===== src/ds_cfg.svh =====
// Sizes for the unsigned divide/sqrt unit; DS_DATA_W must stay even for the sqrt step count
`ifndef DS_CFG_SVH
`define DS_CFG_SVH

// ------------------------------
// Datapath sizes
// ------------------------------
// Operand and result width in bits
`define DS_DATA_W 16

// Width of the tag carried with each operation
`define DS_TAG_W 4

// ------------------------------
// Elastic register stages
// ------------------------------
// Stages in front of the control FSM
`define DS_NUM_INP_REGS 1

// Stages behind the control FSM
`define DS_NUM_OUT_REGS 1

`endif


===== src/ds_op_pkg.sv =====
// Request side types; operand_b is carried but ignored by the unit for a square root
`include "ds_cfg.svh"

package ds_op_pkg;

  // ------------------------------
  // Operation select
  // ------------------------------
  // Single bit encoding
  typedef enum logic {
    OP_DIV  = 1'b0,
    OP_SQRT = 1'b1
  } ds_op_e;

  // ------------------------------
  // Request payload
  // ------------------------------
  // Travels through the input stage into the control FSM
  // 2 x DS_DATA_W + 1 + DS_TAG_W bits
  typedef struct packed {
    // Dividend or radicand
    logic [`DS_DATA_W-1:0] operand_a;
    // Divisor
    logic [`DS_DATA_W-1:0] operand_b;
    // Which operation to run
    ds_op_e                op;
    // Handed back untouched with the response
    logic [`DS_TAG_W-1:0]  tag;
  } ds_req_t;

endpackage


===== src/ds_res_pkg.sv =====
// Response side types; a sqrt result sits in the low half of the result field
`include "ds_cfg.svh"

package ds_res_pkg;

  // ------------------------------
  // Status flags
  // ------------------------------
  typedef struct packed {
    // Divisor was zero
    logic div_zero;
    // Final remainder non-zero
    logic inexact;
  } ds_status_t;

  // ------------------------------
  // Response payload
  // ------------------------------
  // Leaves the control FSM into the output stage
  typedef struct packed {
    logic [`DS_DATA_W-1:0] result;
    ds_status_t            status;
    // Tag of the matching request
    logic [`DS_TAG_W-1:0]  tag;
  } ds_resp_t;

endpackage


===== src/ds_unit_if.sv =====
// Control to datapath link; result and status are only meaningful in the done cycle
`timescale 1ns/1ns
`include "ds_cfg.svh"

interface ds_unit_if;

  // ------------------------------
  // Control side
  // ------------------------------
  // One-cycle start strobes, never both at once
  logic                   div_start;
  logic                   sqrt_start;
  logic [`DS_DATA_W-1:0]  operand_a;
  logic [`DS_DATA_W-1:0]  operand_b;
  // Abort whatever is running
  logic                   kill;

  // ------------------------------
  // Datapath side
  // ------------------------------
  logic [`DS_DATA_W-1:0]  result;
  ds_res_pkg::ds_status_t status;
  // High while no operation runs
  logic                   unit_ready;
  // Single cycle completion pulse
  logic                   done;

  // FSM view
  modport ctrl (
    output div_start, sqrt_start, operand_a, operand_b, kill,
    input  result, status, unit_ready, done
  );

  // Iterative datapath view
  modport unit (
    input  div_start, sqrt_start, operand_a, operand_b, kill,
    output result, status, unit_ready, done
  );

endinterface


===== src/ds_pipe_regs.sv =====
// Elastic valid/ready chain; flush drops all stages and the input beat of that cycle
`timescale 1ns/1ns

module ds_pipe_regs #(
  parameter type         payload_t = logic,
  parameter int unsigned num_regs  = 1
) (
  input  logic     clk_i,
  input  logic     rst_n_i,
  input  logic     flush_i,
  // Upstream handshake
  input  logic     in_valid_i,
  output logic     in_ready_o,
  input  payload_t in_data_i,
  // Downstream handshake
  output logic     out_valid_o,
  input  logic     out_ready_i,
  output payload_t out_data_o,
  // Any stage occupied
  output logic     busy_o
);

  // Index i holds the signal after i stages and index 0 is the input
  logic     valid_q [0:num_regs];
  logic     ready   [0:num_regs];
  payload_t data_q  [0:num_regs];

  assign valid_q[0] = in_valid_i;
  assign data_q[0]  = in_data_i;
  assign in_ready_o = ready[0];

  // ------------------------------
  // Register stages
  // ------------------------------
  for (genvar i = 0; i < num_regs; i++) begin : gen_stage
    logic load;

    // Pass ready back when the next stage is empty
    assign ready[i] = ready[i+1] | ~valid_q[i+1];
    // Capture payload only for a real beat
    assign load     = ready[i] & valid_q[i];

    always_ff @(posedge clk_i or negedge rst_n_i) begin : valid_reg
      if (!rst_n_i) begin
        valid_q[i+1] <= 1'b0;
      end else if (flush_i) begin
        valid_q[i+1] <= 1'b0;
      end else if (ready[i]) begin
        valid_q[i+1] <= valid_q[i];
      end
    end

    // Payload register
    always_ff @(posedge clk_i) begin : data_reg
      if (load) begin
        data_q[i+1] <= data_q[i];
      end
    end
  end

  // Last stage faces downstream
  assign ready[num_regs] = out_ready_i;
  assign out_valid_o     = valid_q[num_regs];
  assign out_data_o      = data_q[num_regs];

  // OR of stage valids which stays zero with no stages
  always_comb begin : busy_reduce
    busy_o = 1'b0;
    for (int unsigned i = 1; i <= num_regs; i++) begin
      busy_o = busy_o | valid_q[i];
    end
  end

  // ------------------------------
  // Checks
  // ------------------------------
  // A stalled beat stays put until taken
  property p_stall_stable;
    @(posedge clk_i) disable iff (!rst_n_i)
    (out_valid_o && !out_ready_i && !flush_i) |=> (out_valid_o && $stable(out_data_o));
  endproperty
  a_stall_stable: assert property (p_stall_stable);

endmodule


===== src/ds_iter_unit.sv =====
// Restoring divide (DS_DATA_W cycles) and isqrt (DS_DATA_W/2 cycles); start ignored while busy
`timescale 1ns/1ns
`include "ds_cfg.svh"

module ds_iter_unit (
  input logic      clk_i,
  input logic      rst_n_i,
  ds_unit_if.unit  unit
);

  localparam int unsigned W     = `DS_DATA_W;
  // Partial remainder needs two guard bits for the sqrt trial
  localparam int unsigned RW    = W + 2;
  localparam int unsigned CNT_W = $clog2(W);

  // Control state
  logic             busy_q;
  logic             done_q;
  logic [CNT_W-1:0] cnt_q;
  logic             start;

  // Payload registers
  logic [RW-1:0] rem_q;
  logic [W-1:0]  shreg_q;
  logic [W-1:0]  res_q;
  logic [W-1:0]  divisor_q;
  logic          sqrt_q;
  logic          dz_q;

  // Step inputs and outputs
  logic [RW-1:0] st_rem;
  logic [W-1:0]  st_shreg;
  logic [W-1:0]  st_res;
  logic [W-1:0]  st_divisor;
  logic          st_sqrt;
  logic [RW-1:0] part_rem;
  logic [RW-1:0] trial;
  logic          fits;
  logic [RW-1:0] nxt_rem;
  logic [W-1:0]  nxt_shreg;
  logic [W-1:0]  nxt_res;

  ds_res_pkg::ds_status_t status;

  // Kill wins over a start in the same cycle
  assign start = (unit.div_start | unit.sqrt_start) & ~busy_q & ~unit.kill;

  // ------------------------------
  // One shift-subtract step
  // ------------------------------
  // The start cycle already runs step one on the fresh operands
  always_comb begin : step_inputs
    if (start) begin
      st_rem     = '0;
      st_shreg   = unit.operand_a;
      st_res     = '0;
      st_divisor = unit.operand_b;
      st_sqrt    = unit.sqrt_start;
    end else begin
      st_rem     = rem_q;
      st_shreg   = shreg_q;
      st_res     = res_q;
      st_divisor = divisor_q;
      st_sqrt    = sqrt_q;
    end
  end

  always_comb begin : step_calc
    if (st_sqrt) begin
      // Bring down two radicand bits and try root*4+1
      part_rem = {st_rem[RW-3:0], st_shreg[W-1 -: 2]};
      trial    = {st_res, 2'b01};
    end else begin
      // Bring down one dividend bit and try the divisor
      part_rem = {st_rem[RW-2:0], st_shreg[W-1]};
      trial    = {2'b00, st_divisor};
    end
    fits      = (part_rem >= trial);
    nxt_rem   = fits ? (part_rem - trial) : part_rem;
    nxt_res   = {st_res[W-2:0], fits};
    nxt_shreg = st_sqrt ? (st_shreg << 2) : (st_shreg << 1);
  end

  always_ff @(posedge clk_i) begin : datapath_regs
    if (start || busy_q) begin
      rem_q   <= nxt_rem;
      shreg_q <= nxt_shreg;
      res_q   <= nxt_res;
    end
    if (start) begin
      divisor_q <= unit.operand_b;
      sqrt_q    <= unit.sqrt_start;
      dz_q      <= unit.div_start & (unit.operand_b == '0);
    end
  end

  // ------------------------------
  // Step counter
  // ------------------------------
  always_ff @(posedge clk_i or negedge rst_n_i) begin : ctrl_regs
    if (!rst_n_i) begin
      busy_q <= 1'b0;
      done_q <= 1'b0;
      cnt_q  <= '0;
    end else begin
      done_q <= 1'b0;
      if (unit.kill) begin
        busy_q <= 1'b0;
      end else if (start) begin
        busy_q <= 1'b1;
        // Steps left after the start cycle
        cnt_q  <= unit.sqrt_start ? CNT_W'(W/2 - 1) : CNT_W'(W - 1);
      end else if (busy_q) begin
        cnt_q <= cnt_q - 1'b1;
        if (cnt_q == CNT_W'(1)) begin
          busy_q <= 1'b0;
          done_q <= 1'b1;
        end
      end
    end
  end

  // Zero divisor gives all ones naturally and leaves a as the remainder
  assign status.div_zero = dz_q;
  assign status.inexact  = |rem_q;

  assign unit.result     = res_q;
  assign unit.status     = status;
  assign unit.unit_ready = ~busy_q;
  assign unit.done       = done_q;

  // ------------------------------
  // Checks
  // ------------------------------
  a_one_start: assert property (@(posedge clk_i) disable iff (!rst_n_i)
    !(unit.div_start && unit.sqrt_start));

  // Done closes an operation started one full step count earlier
  a_done_after_start: assert property (@(posedge clk_i) disable iff (!rst_n_i)
    unit.done |-> ($past(start && unit.div_start, W)
      || $past(start && unit.sqrt_start, W/2)));

endmodule


===== src/ds_ctrl.sv =====
// One operation in flight; flush kills the unit and drops a held result in the same cycle
`timescale 1ns/1ns
`include "ds_cfg.svh"

module ds_ctrl (
  input  logic                  clk_i,
  input  logic                  rst_n_i,
  input  logic                  flush_i,
  // Request from the input stage
  input  logic                  req_valid_i,
  output logic                  req_ready_o,
  input  ds_op_pkg::ds_req_t    req_i,
  // Response to the output stage
  output logic                  resp_valid_o,
  input  logic                  resp_ready_i,
  output ds_res_pkg::ds_resp_t  resp_o,
  // Operation in flight
  output logic                  busy_o,
  ds_unit_if.ctrl               unit
);

  typedef enum logic [1:0] {IDLE, BUSY, HOLD} state_e;

  state_e state_q, state_d;
  logic   accept;
  logic   hold_en;
  logic   held_q;

  // Side information of the running operation
  logic [`DS_TAG_W-1:0]   tag_q;
  // Parked result while downstream stalls
  logic [`DS_DATA_W-1:0]  held_result_q;
  ds_res_pkg::ds_status_t held_status_q;

  // ------------------------------
  // FSM
  // ------------------------------
  always_comb begin : fsm_comb
    state_d      = state_q;
    req_ready_o  = 1'b0;
    resp_valid_o = 1'b0;
    busy_o       = 1'b0;
    unique case (state_q)
      IDLE: begin
        req_ready_o = unit.unit_ready;
        if (req_valid_i && unit.unit_ready) begin
          state_d = BUSY;
        end
      end
      BUSY: begin
        busy_o = 1'b1;
        if (unit.done) begin
          resp_valid_o = 1'b1;
          if (resp_ready_i) begin
            // Result gone, next request may start right away
            state_d     = IDLE;
            req_ready_o = unit.unit_ready;
            if (req_valid_i && unit.unit_ready) begin
              state_d = BUSY;
            end
          end else begin
            state_d = HOLD;
          end
        end
      end
      HOLD: begin
        busy_o       = 1'b1;
        resp_valid_o = 1'b1;
        if (resp_ready_i) begin
          state_d     = IDLE;
          req_ready_o = unit.unit_ready;
          if (req_valid_i && unit.unit_ready) begin
            state_d = BUSY;
          end
        end
      end
      default: state_d = IDLE;
    endcase
    // Flush overrides everything
    if (flush_i) begin
      req_ready_o  = 1'b0;
      resp_valid_o = 1'b0;
      busy_o       = 1'b0;
      state_d      = IDLE;
    end
  end

  always_ff @(posedge clk_i or negedge rst_n_i) begin : fsm_reg
    if (!rst_n_i) begin
      state_q <= IDLE;
    end else begin
      state_q <= state_d;
    end
  end

  // ------------------------------
  // Datapath launch
  // ------------------------------
  assign accept          = req_valid_i & req_ready_o;
  assign unit.div_start  = accept & (req_i.op == ds_op_pkg::OP_DIV);
  assign unit.sqrt_start = accept & (req_i.op == ds_op_pkg::OP_SQRT);
  assign unit.operand_a  = req_i.operand_a;
  assign unit.operand_b  = req_i.operand_b;
  assign unit.kill       = flush_i;

  // Tag follows the operation it was started with
  always_ff @(posedge clk_i) begin : tag_reg
    if (accept) begin
      tag_q <= req_i.tag;
    end
  end

  // ------------------------------
  // Hold register
  // ------------------------------
  assign hold_en = (state_q == BUSY) & unit.done & ~resp_ready_i & ~flush_i;

  always_ff @(posedge clk_i) begin : hold_regs
    if (hold_en) begin
      held_result_q <= unit.result;
      held_status_q <= unit.status;
    end
  end

  // Marks a parked result
  always_ff @(posedge clk_i or negedge rst_n_i) begin : held_flag
    if (!rst_n_i) begin
      held_q <= 1'b0;
    end else if (hold_en) begin
      held_q <= 1'b1;
    end else if (flush_i || (state_q == HOLD && resp_ready_i)) begin
      held_q <= 1'b0;
    end
  end

  // Parked copy has priority over the live unit output
  assign resp_o.result = (state_q == HOLD) ? held_result_q : unit.result;
  assign resp_o.status = (state_q == HOLD) ? held_status_q : unit.status;
  assign resp_o.tag    = tag_q;

  a_hold_has_data: assert property (@(posedge clk_i) disable iff (!rst_n_i)
    (state_q == HOLD) |-> held_q);

endmodule


===== src/ds_top.sv =====
// Divide/sqrt wrapper; latency varies per op, responses stay in order, flush drops all in flight
`timescale 1ns/1ns
`include "ds_cfg.svh"

module ds_top (
  input  logic                          clk_i,
  input  logic                          rst_n_i,
  input  logic                          flush_i,
  // Request
  input  logic [`DS_DATA_W-1:0]         operand_a_i,
  input  logic [`DS_DATA_W-1:0]         operand_b_i,
  input  ds_op_pkg::ds_op_e             op_i,
  input  logic [`DS_TAG_W-1:0]          tag_i,
  input  logic                          in_valid_i,
  output logic                          in_ready_o,
  // Response
  output logic [`DS_DATA_W-1:0]         result_o,
  output ds_res_pkg::ds_status_t        status_o,
  output logic [`DS_TAG_W-1:0]          tag_o,
  output logic                          out_valid_o,
  input  logic                          out_ready_i,
  // Data in flight anywhere
  output logic                          busy_o
);

  ds_op_pkg::ds_req_t   req_in, req_q;
  ds_res_pkg::ds_resp_t resp_d, resp_q;
  logic                 req_valid, req_ready;
  logic                 resp_valid, resp_ready;
  logic                 inp_busy, ctrl_busy, out_busy;

  // Pack the request
  assign req_in.operand_a = operand_a_i;
  assign req_in.operand_b = operand_b_i;
  assign req_in.op        = op_i;
  assign req_in.tag       = tag_i;

  // ------------------------------
  // Input stage
  // ------------------------------
  ds_pipe_regs #(
    .payload_t (ds_op_pkg::ds_req_t),
    .num_regs  (`DS_NUM_INP_REGS)
  ) u_inp_regs (
    .clk_i       (clk_i),
    .rst_n_i     (rst_n_i),
    .flush_i     (flush_i),
    .in_valid_i  (in_valid_i),
    .in_ready_o  (in_ready_o),
    .in_data_i   (req_in),
    .out_valid_o (req_valid),
    .out_ready_i (req_ready),
    .out_data_o  (req_q),
    .busy_o      (inp_busy)
  );

  // ------------------------------
  // Control and datapath
  // ------------------------------
  ds_unit_if unit_if ();

  ds_ctrl u_ctrl (
    .clk_i        (clk_i),
    .rst_n_i      (rst_n_i),
    .flush_i      (flush_i),
    .req_valid_i  (req_valid),
    .req_ready_o  (req_ready),
    .req_i        (req_q),
    .resp_valid_o (resp_valid),
    .resp_ready_i (resp_ready),
    .resp_o       (resp_d),
    .busy_o       (ctrl_busy),
    .unit         (unit_if.ctrl)
  );

  ds_iter_unit u_iter (
    .clk_i   (clk_i),
    .rst_n_i (rst_n_i),
    .unit    (unit_if.unit)
  );

  // ------------------------------
  // Output stage
  // ------------------------------
  ds_pipe_regs #(
    .payload_t (ds_res_pkg::ds_resp_t),
    .num_regs  (`DS_NUM_OUT_REGS)
  ) u_out_regs (
    .clk_i       (clk_i),
    .rst_n_i     (rst_n_i),
    .flush_i     (flush_i),
    .in_valid_i  (resp_valid),
    .in_ready_o  (resp_ready),
    .in_data_i   (resp_d),
    .out_valid_o (out_valid_o),
    .out_ready_i (out_ready_i),
    .out_data_o  (resp_q),
    .busy_o      (out_busy)
  );

  // Unpack the response
  assign result_o = resp_q.result;
  assign status_o = resp_q.status;
  assign tag_o    = resp_q.tag;

  assign busy_o = inp_busy | ctrl_busy | out_busy;

endmodule


===== config.mk =====
export PLATFORM = sky130hd
export DESIGN_NAME = ds_top
export DESIGN_NICKNAME = d
export VERILOG_FILES = /design/src/ds_op_pkg.sv /design/src/ds_res_pkg.sv /design/src/ds_unit_if.sv /design/src/ds_pipe_regs.sv /design/src/ds_iter_unit.sv /design/src/ds_ctrl.sv /design/src/ds_top.sv
export VERILOG_INCLUDE_DIRS = /design/src
export SDC_FILE = /design/constraint.sdc
export NUM_CORES = 1
export LEC_CHECK = 0
export ABC_AREA = 1
export BUFFER_PORTS_ARGS = -buffer_cell sky130_fd_sc_hd__buf_4
export CAP_MARGIN = 20
export CORE_ASPECT_RATIO = 1.1
export CORE_MARGIN = 3
export CORE_UTILIZATION = 64
export CTS_CLUSTER_DIAMETER = 80
export DETAILED_ROUTE_END_ITERATION = 6
export PLACE_DENSITY = 0.85
export SYNTH_ARGS = -nofsm -noshare
export SYNTH_HDL_FRONTEND = slang
export SYNTH_SLANG_ARGS = --single-unit

===== constraint.sdc =====
create_clock -name clk_i -period 8.25 [get_ports clk_i]
set_input_delay 0.825 -clock clk_i [delete_from_list [all_inputs] [get_ports clk_i]]
set_output_delay 0.825 -clock clk_i [all_outputs]
set_load 0.02 [all_outputs]

# Yosys cells after proc, flatten, opt, wreduce, memory -nomap -nowiden
# Cells that the tools add are included.
[word_totals] ff_bits=159 in_bits=42 output_inout_bits=25
[classes] n_addsub=2 n_lt_le_gt_ge=1 eq_ne=6 muxes=42 n_bitwise=22 reduce_logical=11
[op_table] op="2-to-1 mux 16 bit" count=5
[op_table] op="2-to-1 mux 18 bit" count=3
[op_table] op="2-to-1 mux 1 bit" count=21
[op_table] op="greater-or-equal comparator 18 bit" count=1
[op_table] op="OR reduction 18 bit" count=1
[op_table] op="subtractor 18 bit" count=1
[op_table] op="2-to-1 mux 17 bit" count=1
[op_table] op="zero test 16 bit" count=1
[op_table] op="2-to-1 mux 2 bit" count=6
[op_table] op="2-to-1 mux 4 bit" count=3
[op_table] op="bitwise AND 1 bit" count=11
[op_table] op="inequality test 3 x 2 -> 1 bit (second input constant)" count=3
[op_table] op="inverter 1 bit" count=6
[op_table] op="case mux 2 bit (3 select lines)" count=1
[op_table] op="nonzero test 2 bit" count=3
[op_table] op="bitwise OR 1 bit" count=5
[op_table] op="equality test 4 x 1 -> 1 bit (second input constant)" count=1
[op_table] op="subtractor 4 x 1 -> 4 bit (second input constant)" count=1
[op_table] op="case mux 1 bit (3 select lines)" count=1
[op_table] op="AND reduction 3 bit" count=1
[op_table] op="equality test 2 x 1 -> 1 bit (second input constant)" count=1
[op_table] op="equality test 2 bit (second input constant)" count=1
[op_table] op="zero test 2 bit" count=1
[op_table] op="case mux 1 bit (2 select lines)" count=1
[op_table] op="4 further kinds" count=4

# Logic depth before layout (Yosys ltp)
[depth] depth_word=15 ltp_mapped=28

# Cells and area by module
# A second synthesis with hierarchy kept.
[hier_totals] hier_cells=852 area_unflattened_um2=8016.4
[modules_own_cells] mod="ds_iter_unit" n_inst=1 cells_per_inst=608 area_each_um2=4639.4 seq_area_each_um2=1991.9
[modules_own_cells] mod="ds_ctrl" n_inst=1 cells_per_inst=164 area_each_um2=1466.4 seq_area_each_um2=710.7
[modules_own_cells] mod="ds_pipe_regs at u_inp_regs" n_inst=1 cells_per_inst=46 area_each_um2=1174.9 seq_area_each_um2=1136.1
[modules_own_cells] mod="ds_pipe_regs at u_out_regs" n_inst=1 cells_per_inst=31 area_each_um2=724.4 seq_area_each_um2=685.7
[modules_own_cells] mod="ds_top" n_inst=1 cells_per_inst=3 area_each_um2=11.3 seq_area_each_um2=0.0

# Worst setup path after synthesis
# OpenSTA, ideal clock, no wires.
[synth_path] path_kind="input port to flip-flop" start="input flush_i" end="register u_inp_regs.data_q (netlist bit u_inp_regs.out_data_o[0]) (enable)" setup_ps=444 t_arrival_ps=3020 setup_slack_ps=4787 cell_stages=3 path_buffers=0 path_cell_list="nor2_2 > nand3_1 > a21oi_1"
[synth_via] elab_chain_len=3
[synth_lines] item="start, declared" line_no="ds_top.sv:8" source="input logic flush_i,"
[synth_lines] item="2-to-1 mux 1 bit" line_no="ds_ctrl.sv:80" source="if (flush_i) begin"
[synth_lines] item="bitwise OR 1 bit" line_no="ds_pipe_regs.sv:39" source="assign ready[i] = ready[i+1] | ~valid_q[i+1];"
[synth_lines] item="bitwise AND 1 bit" line_no="ds_pipe_regs.sv:41" source="assign load = ready[i] & valid_q[i];"
[synth_lines] item="named net u_inp_regs.gen_stage[0].load" line_no="ds_pipe_regs.sv:36" source="logic load;"
[synth_lines] item="end signal, assigned by index" line_no="ds_pipe_regs.sv:56" source="data_q[i+1] <= data_q[i];"
[synth_lines] item="end, declared" line_no="ds_pipe_regs.sv:26" source="payload_t data_q [0:num_regs];"
# The timed path passes the listed nets, and every way through them passes these cells.
# A chain may end at the register's enable or synchronous reset.

# Worst setup path in the final report
[layout_path] start="register u_ctrl.state_q[0]" end="register u_iter.rem_q[3], data pin"
[layout_via] elab_chain_len=12 word_cells_on_any_way=21
[layout_lines] item="start, declared" line_no="ds_ctrl.sv:24" source="state_e state_q, state_d;"
[layout_lines] item="start signal, assigned" line_no="ds_ctrl.sv:92" source="state_q <= state_d;"
[layout_lines] item="equality test 2 bit, or another cell as far along"
[layout_lines] item="case mux 1 bit (3 select lines) *" line_no="ds_ctrl.sv:43" source="unique case (state_q)"
[layout_lines] item="2-to-1 mux 1 bit *" line_no="ds_ctrl.sv:80"
[layout_lines] item="bitwise AND 1 bit *" line_no="ds_ctrl.sv:99" source="assign accept = req_valid_i & req_ready_o;"
[layout_lines] item="bitwise AND 1 bit, on equally long branches" line_no="ds_ctrl.sv:100, ds_ctrl.sv:101"
[layout_lines] item="bitwise OR 1 bit" line_no="ds_iter_unit.sv:46" source="assign start = (unit.div_start | unit.sqrt_start) & ~busy_q & ~unit.kill;"
[layout_lines] item="bitwise AND 1 bit (2 in a row)" line_no="ds_iter_unit.sv:46"
[layout_lines] item="2-to-1 mux 16 bit, or another cell as far along" line_no="ds_iter_unit.sv:53" source="if (start) begin"
[layout_lines] item="2-to-1 mux 18 bit" line_no="ds_iter_unit.sv:69" source="if (st_sqrt) begin"
[layout_lines] item="subtractor 18 bit or greater-or-equal comparator 18 bit (tied branches)" line_no="ds_iter_unit.sv:79, ds_iter_unit.sv:78"
[layout_lines] item="2-to-1 mux 18 bit *" line_no="ds_iter_unit.sv:79" source="nxt_rem = fits ? (part_rem - trial) : part_rem;"
[layout_lines] item="named net u_iter.nxt_rem[3]" line_no="ds_iter_unit.sv:39" source="logic [RW-1:0] nxt_rem;"
[layout_lines] item="end signal, assigned" line_no="ds_iter_unit.sv:86" source="rem_q <= nxt_rem;"
[layout_lines] item="end, declared" line_no="ds_iter_unit.sv:23" source="logic [RW-1:0] rem_q;"
# Mark *: on every way through the listed nets, which the timed path passes. The rest lies on a longest branch.

==> results.yml <==
detailed_routing:
  vias: 6005
  detail-route-antenna-nets: 0
  firstDrtPassIters: 5
  drtIter0Drc: 573
  via_per_inst: 5.68
  wl_per_cell_um: 16.5
  totalWireLength_um: 17500
  drc: 0
cells_and_area:
  antenna_cells: 0
  drive_gt1_frac: 0.132
  nets: 962
  postLayoutCoreUtil: 0.764
  synthToLayoutAreaGrowth_pct: 16.0
  final_cells: 1058
  num-fill-cells: 746
clock_network:
  clk_latency_ns: 0.43
  post_cts_buffers: 0
  cts_buffers: 17
  cts_tree: "done"
  clk_pin_slew_worst_paths_ns: 0.06
  cts_resized: 0
  ctsHoldBuffers: 0
  clock_path_buffers: 2
  cts_sinks: 158
  htreeDepth: 4
  cts_root_buffer: "clkbuf_16"
timing:
  finalWorstSetupSlack_ns: 2.56
  grt_setup_unrepaired: "no"
  tns_ns: 0
  max_freq_mhz: 176
  slew_violations: 0
  hold_viol_final: 0
  worst_pin_slew_ns: 0.708
  fin_crit_sh: 0.690
  fin_skew_ns: 0.00583
  min_period_ns: 5.69
  finalSetupViolCount: 0
  relSlewSlack: 0.528
worst_setup_path:
  end_kind: "flip-flop"
  critPathLaunchType: "flip-flop"
  cp.arrival_ns: 5.87
  path_class: "flip-flop to flip-flop"
  required_ns: 8.43
  crit_fanout: 61
  rrSetupSlack_ns: 2.56
placement:
  globalplace.congestion: 0.938
  io_buffers: 66
  hpwl_um: 12000
  dp.cells: 1025
  place_ws_ns: 2.70
logic_synthesis:
  yosys_warnings: 0
  netlist_top_cells_count: "nand2_1 (367), edfxtp_1 (131), inv_1 (68)"
  yosysSeqAreaShare: 0.595
  ys_seq_elements: 158
  synth_top_area_frac: 0.517
  synthCells: 828
  yosys.area.top_type: "edfxtp_1"
  yosysUniqueCellTypes: 33
  avgSynthCellArea_um2: 9.19
  syn-cell-area_um2: 7610
  synth_ff_type: "edfxtp_1"
  async_flop_share: 0.0633
  synth-edff-count: 131
  synth_nets: 895
  synth.area.top_cells: "edfxtp_1 (52%), nand2_1 (18%), dfxtp_1 (4.5%), ha_1 (3.9%), inv_1 (3.4%)"
  yosysMostFrequentCell: "nand2_1"
power_and_ir_drop:
  p_leak_uw: 0.00407
  ir_drop_mv: 0.349
  power.density_nw_per_um2: 429
flow_run:
  maxCapViolations: 0
grt:
  gr-total-overflow: 0
  grt_first_pass_wirelength_um: 28500
  grt_pass1_vias: 5880
  grt_start_max_net_pins: 62
  grtUsageTotal: 0.283
  antenna_found_initial: 0
die:
  ioPinCount: 67
  dieArea_um2: 13200
  die_h_um: 120
  die_x_um: 110
  rows: 41
  coreArea_um2: 11500
  start_util: 0.659
min_path:
  hp-class: "input pin to asynchronous set/reset pin"
status:
  status: "complete, no violations"
[registers in the layout, indices dropped and copies added, names as in the netlist, 15 cells and up]
signal and cells:
u_iter.rem_q 18, u_ctrl.held_result_q 16, u_inp_regs.out_data_o 37, u_iter.shreg_q 15, u_iter.unit.result 16, u_out_regs.out_data_o 22, u_iter.divisor_q 16
[per-layer routing]
metal  vias up  track usage  wire length (um)
li1       2839            -                 -
met4         0        0.119               511
met5         -            0                 0
met1      2807        0.352              6910
met2       305        0.478              8860
met3        54       0.0593              1170
[stage by stage]
stage                     power [uW]  hold WS, ns  instance area, um2
final                           3780        0.221                8820
after global routing            4070        0.207                8820
after CTS                       3730        0.211                8800
after detailed placement        2940        0.409                8210
after global placement          2860        0.409                8190
after floorplan                 2560        0.400                7610
[power by group]
| part | leakage, uW | switching [uW] | internal (uW) |
|---|---|---|---|
| Sequential | 0.00149 | 81.9 | 1110 |
| Clock | 0.000290 | 299 | 475 |
| Combinational | 0.00229 | 1220 | 592 |
| Total | 0.00407 | 1600 | 2180 |
[worst max-delay path, stage by stage (launching register included)]
cell      delay, ns
dfrtp_1        0.40
inv_1          0.10
ha_1           0.62
inv_2          0.30
nand2_1        0.19
nand2_2        0.08
nand2_4        0.10
nand3_4        0.54
nand2_2        0.30
nand2_2        0.38
inv_2          0.35
nand2_1        0.09
nand2_1        0.09
inv_1          0.05
ha_1           0.18
inv_1          0.11
fa_1           0.20
nand2_1        0.09
nand2_1        0.10
nand3b_1       0.09
nand2_2        0.09
nand2_1        0.07
nand2_1        0.09
nand2_1        0.06
nand2_2        0.31
inv_2          0.22
nand2_1        0.14
nand2_1        0.07
[logic make-up after synthesis]
family,after synthesis,share of synthesized area
DFF,158,0.595
buffers and inverters,96,0.0539
AOI/OAI and AO/OA,58,0.0398
adders and majority gates,25,0.0421
and+or+nand+nor,483,0.260
xor gates and xnor gates,8,0.00921
[path summary, 6_finish.rpt]
kind | start | end | depth (start not counted)
setup / recovery | u_ctrl.state_q[0] | u_iter.rem_q[3] | 27
hold / removal | rst_n_i | u_ctrl.state_q[0] | 1
setup reg to reg | u_ctrl.state_q[0] | u_iter.rem_q[3] | 27
hold reg to reg | u_ctrl.tag_q[3] | u_out_regs.out_data_o[3] | 0
max in group asynchronous | rst_n_i | u_iter.cnt_q[3] | 1
min in group clk_i | u_ctrl.tag_q[3] | u_out_regs.out_data_o[3] | 0
[layout make-up]
cell class,instances,area [um2],share of cell area
sequential,158,4520,0.513
multi-input combinational,574,2690,0.304
timing repair buffer,70,551,0.0624
clock buffer,22,484,0.0549
inverter,74,278,0.0315
tap,150,188,0.0213
clock inverter,10,111,0.0126
[placed cells by master (no fill, tap or decap), types with 3 or more instances in the layout]
cell / n
a21oi_1: 30
buf_4: 68
clkbuf_16: 17
clkbuf_8: 4
clkinv_2: 3
dfrtp_1: 10
dfxtp_1: 17
edfxtp_1: 131
ha_1: 24
inv_1: 68
inv_2: 6
nand2_1: 366
nand2_2: 7
nand3_1: 29
nand3b_1: 7
nand4_1: 8
nor2_1: 43
nor3_1: 5
nor4_1: 8
o21ai_0: 14
o21ai_1: 9
xor2_1: 8
(Power assumes the default switching activity.)
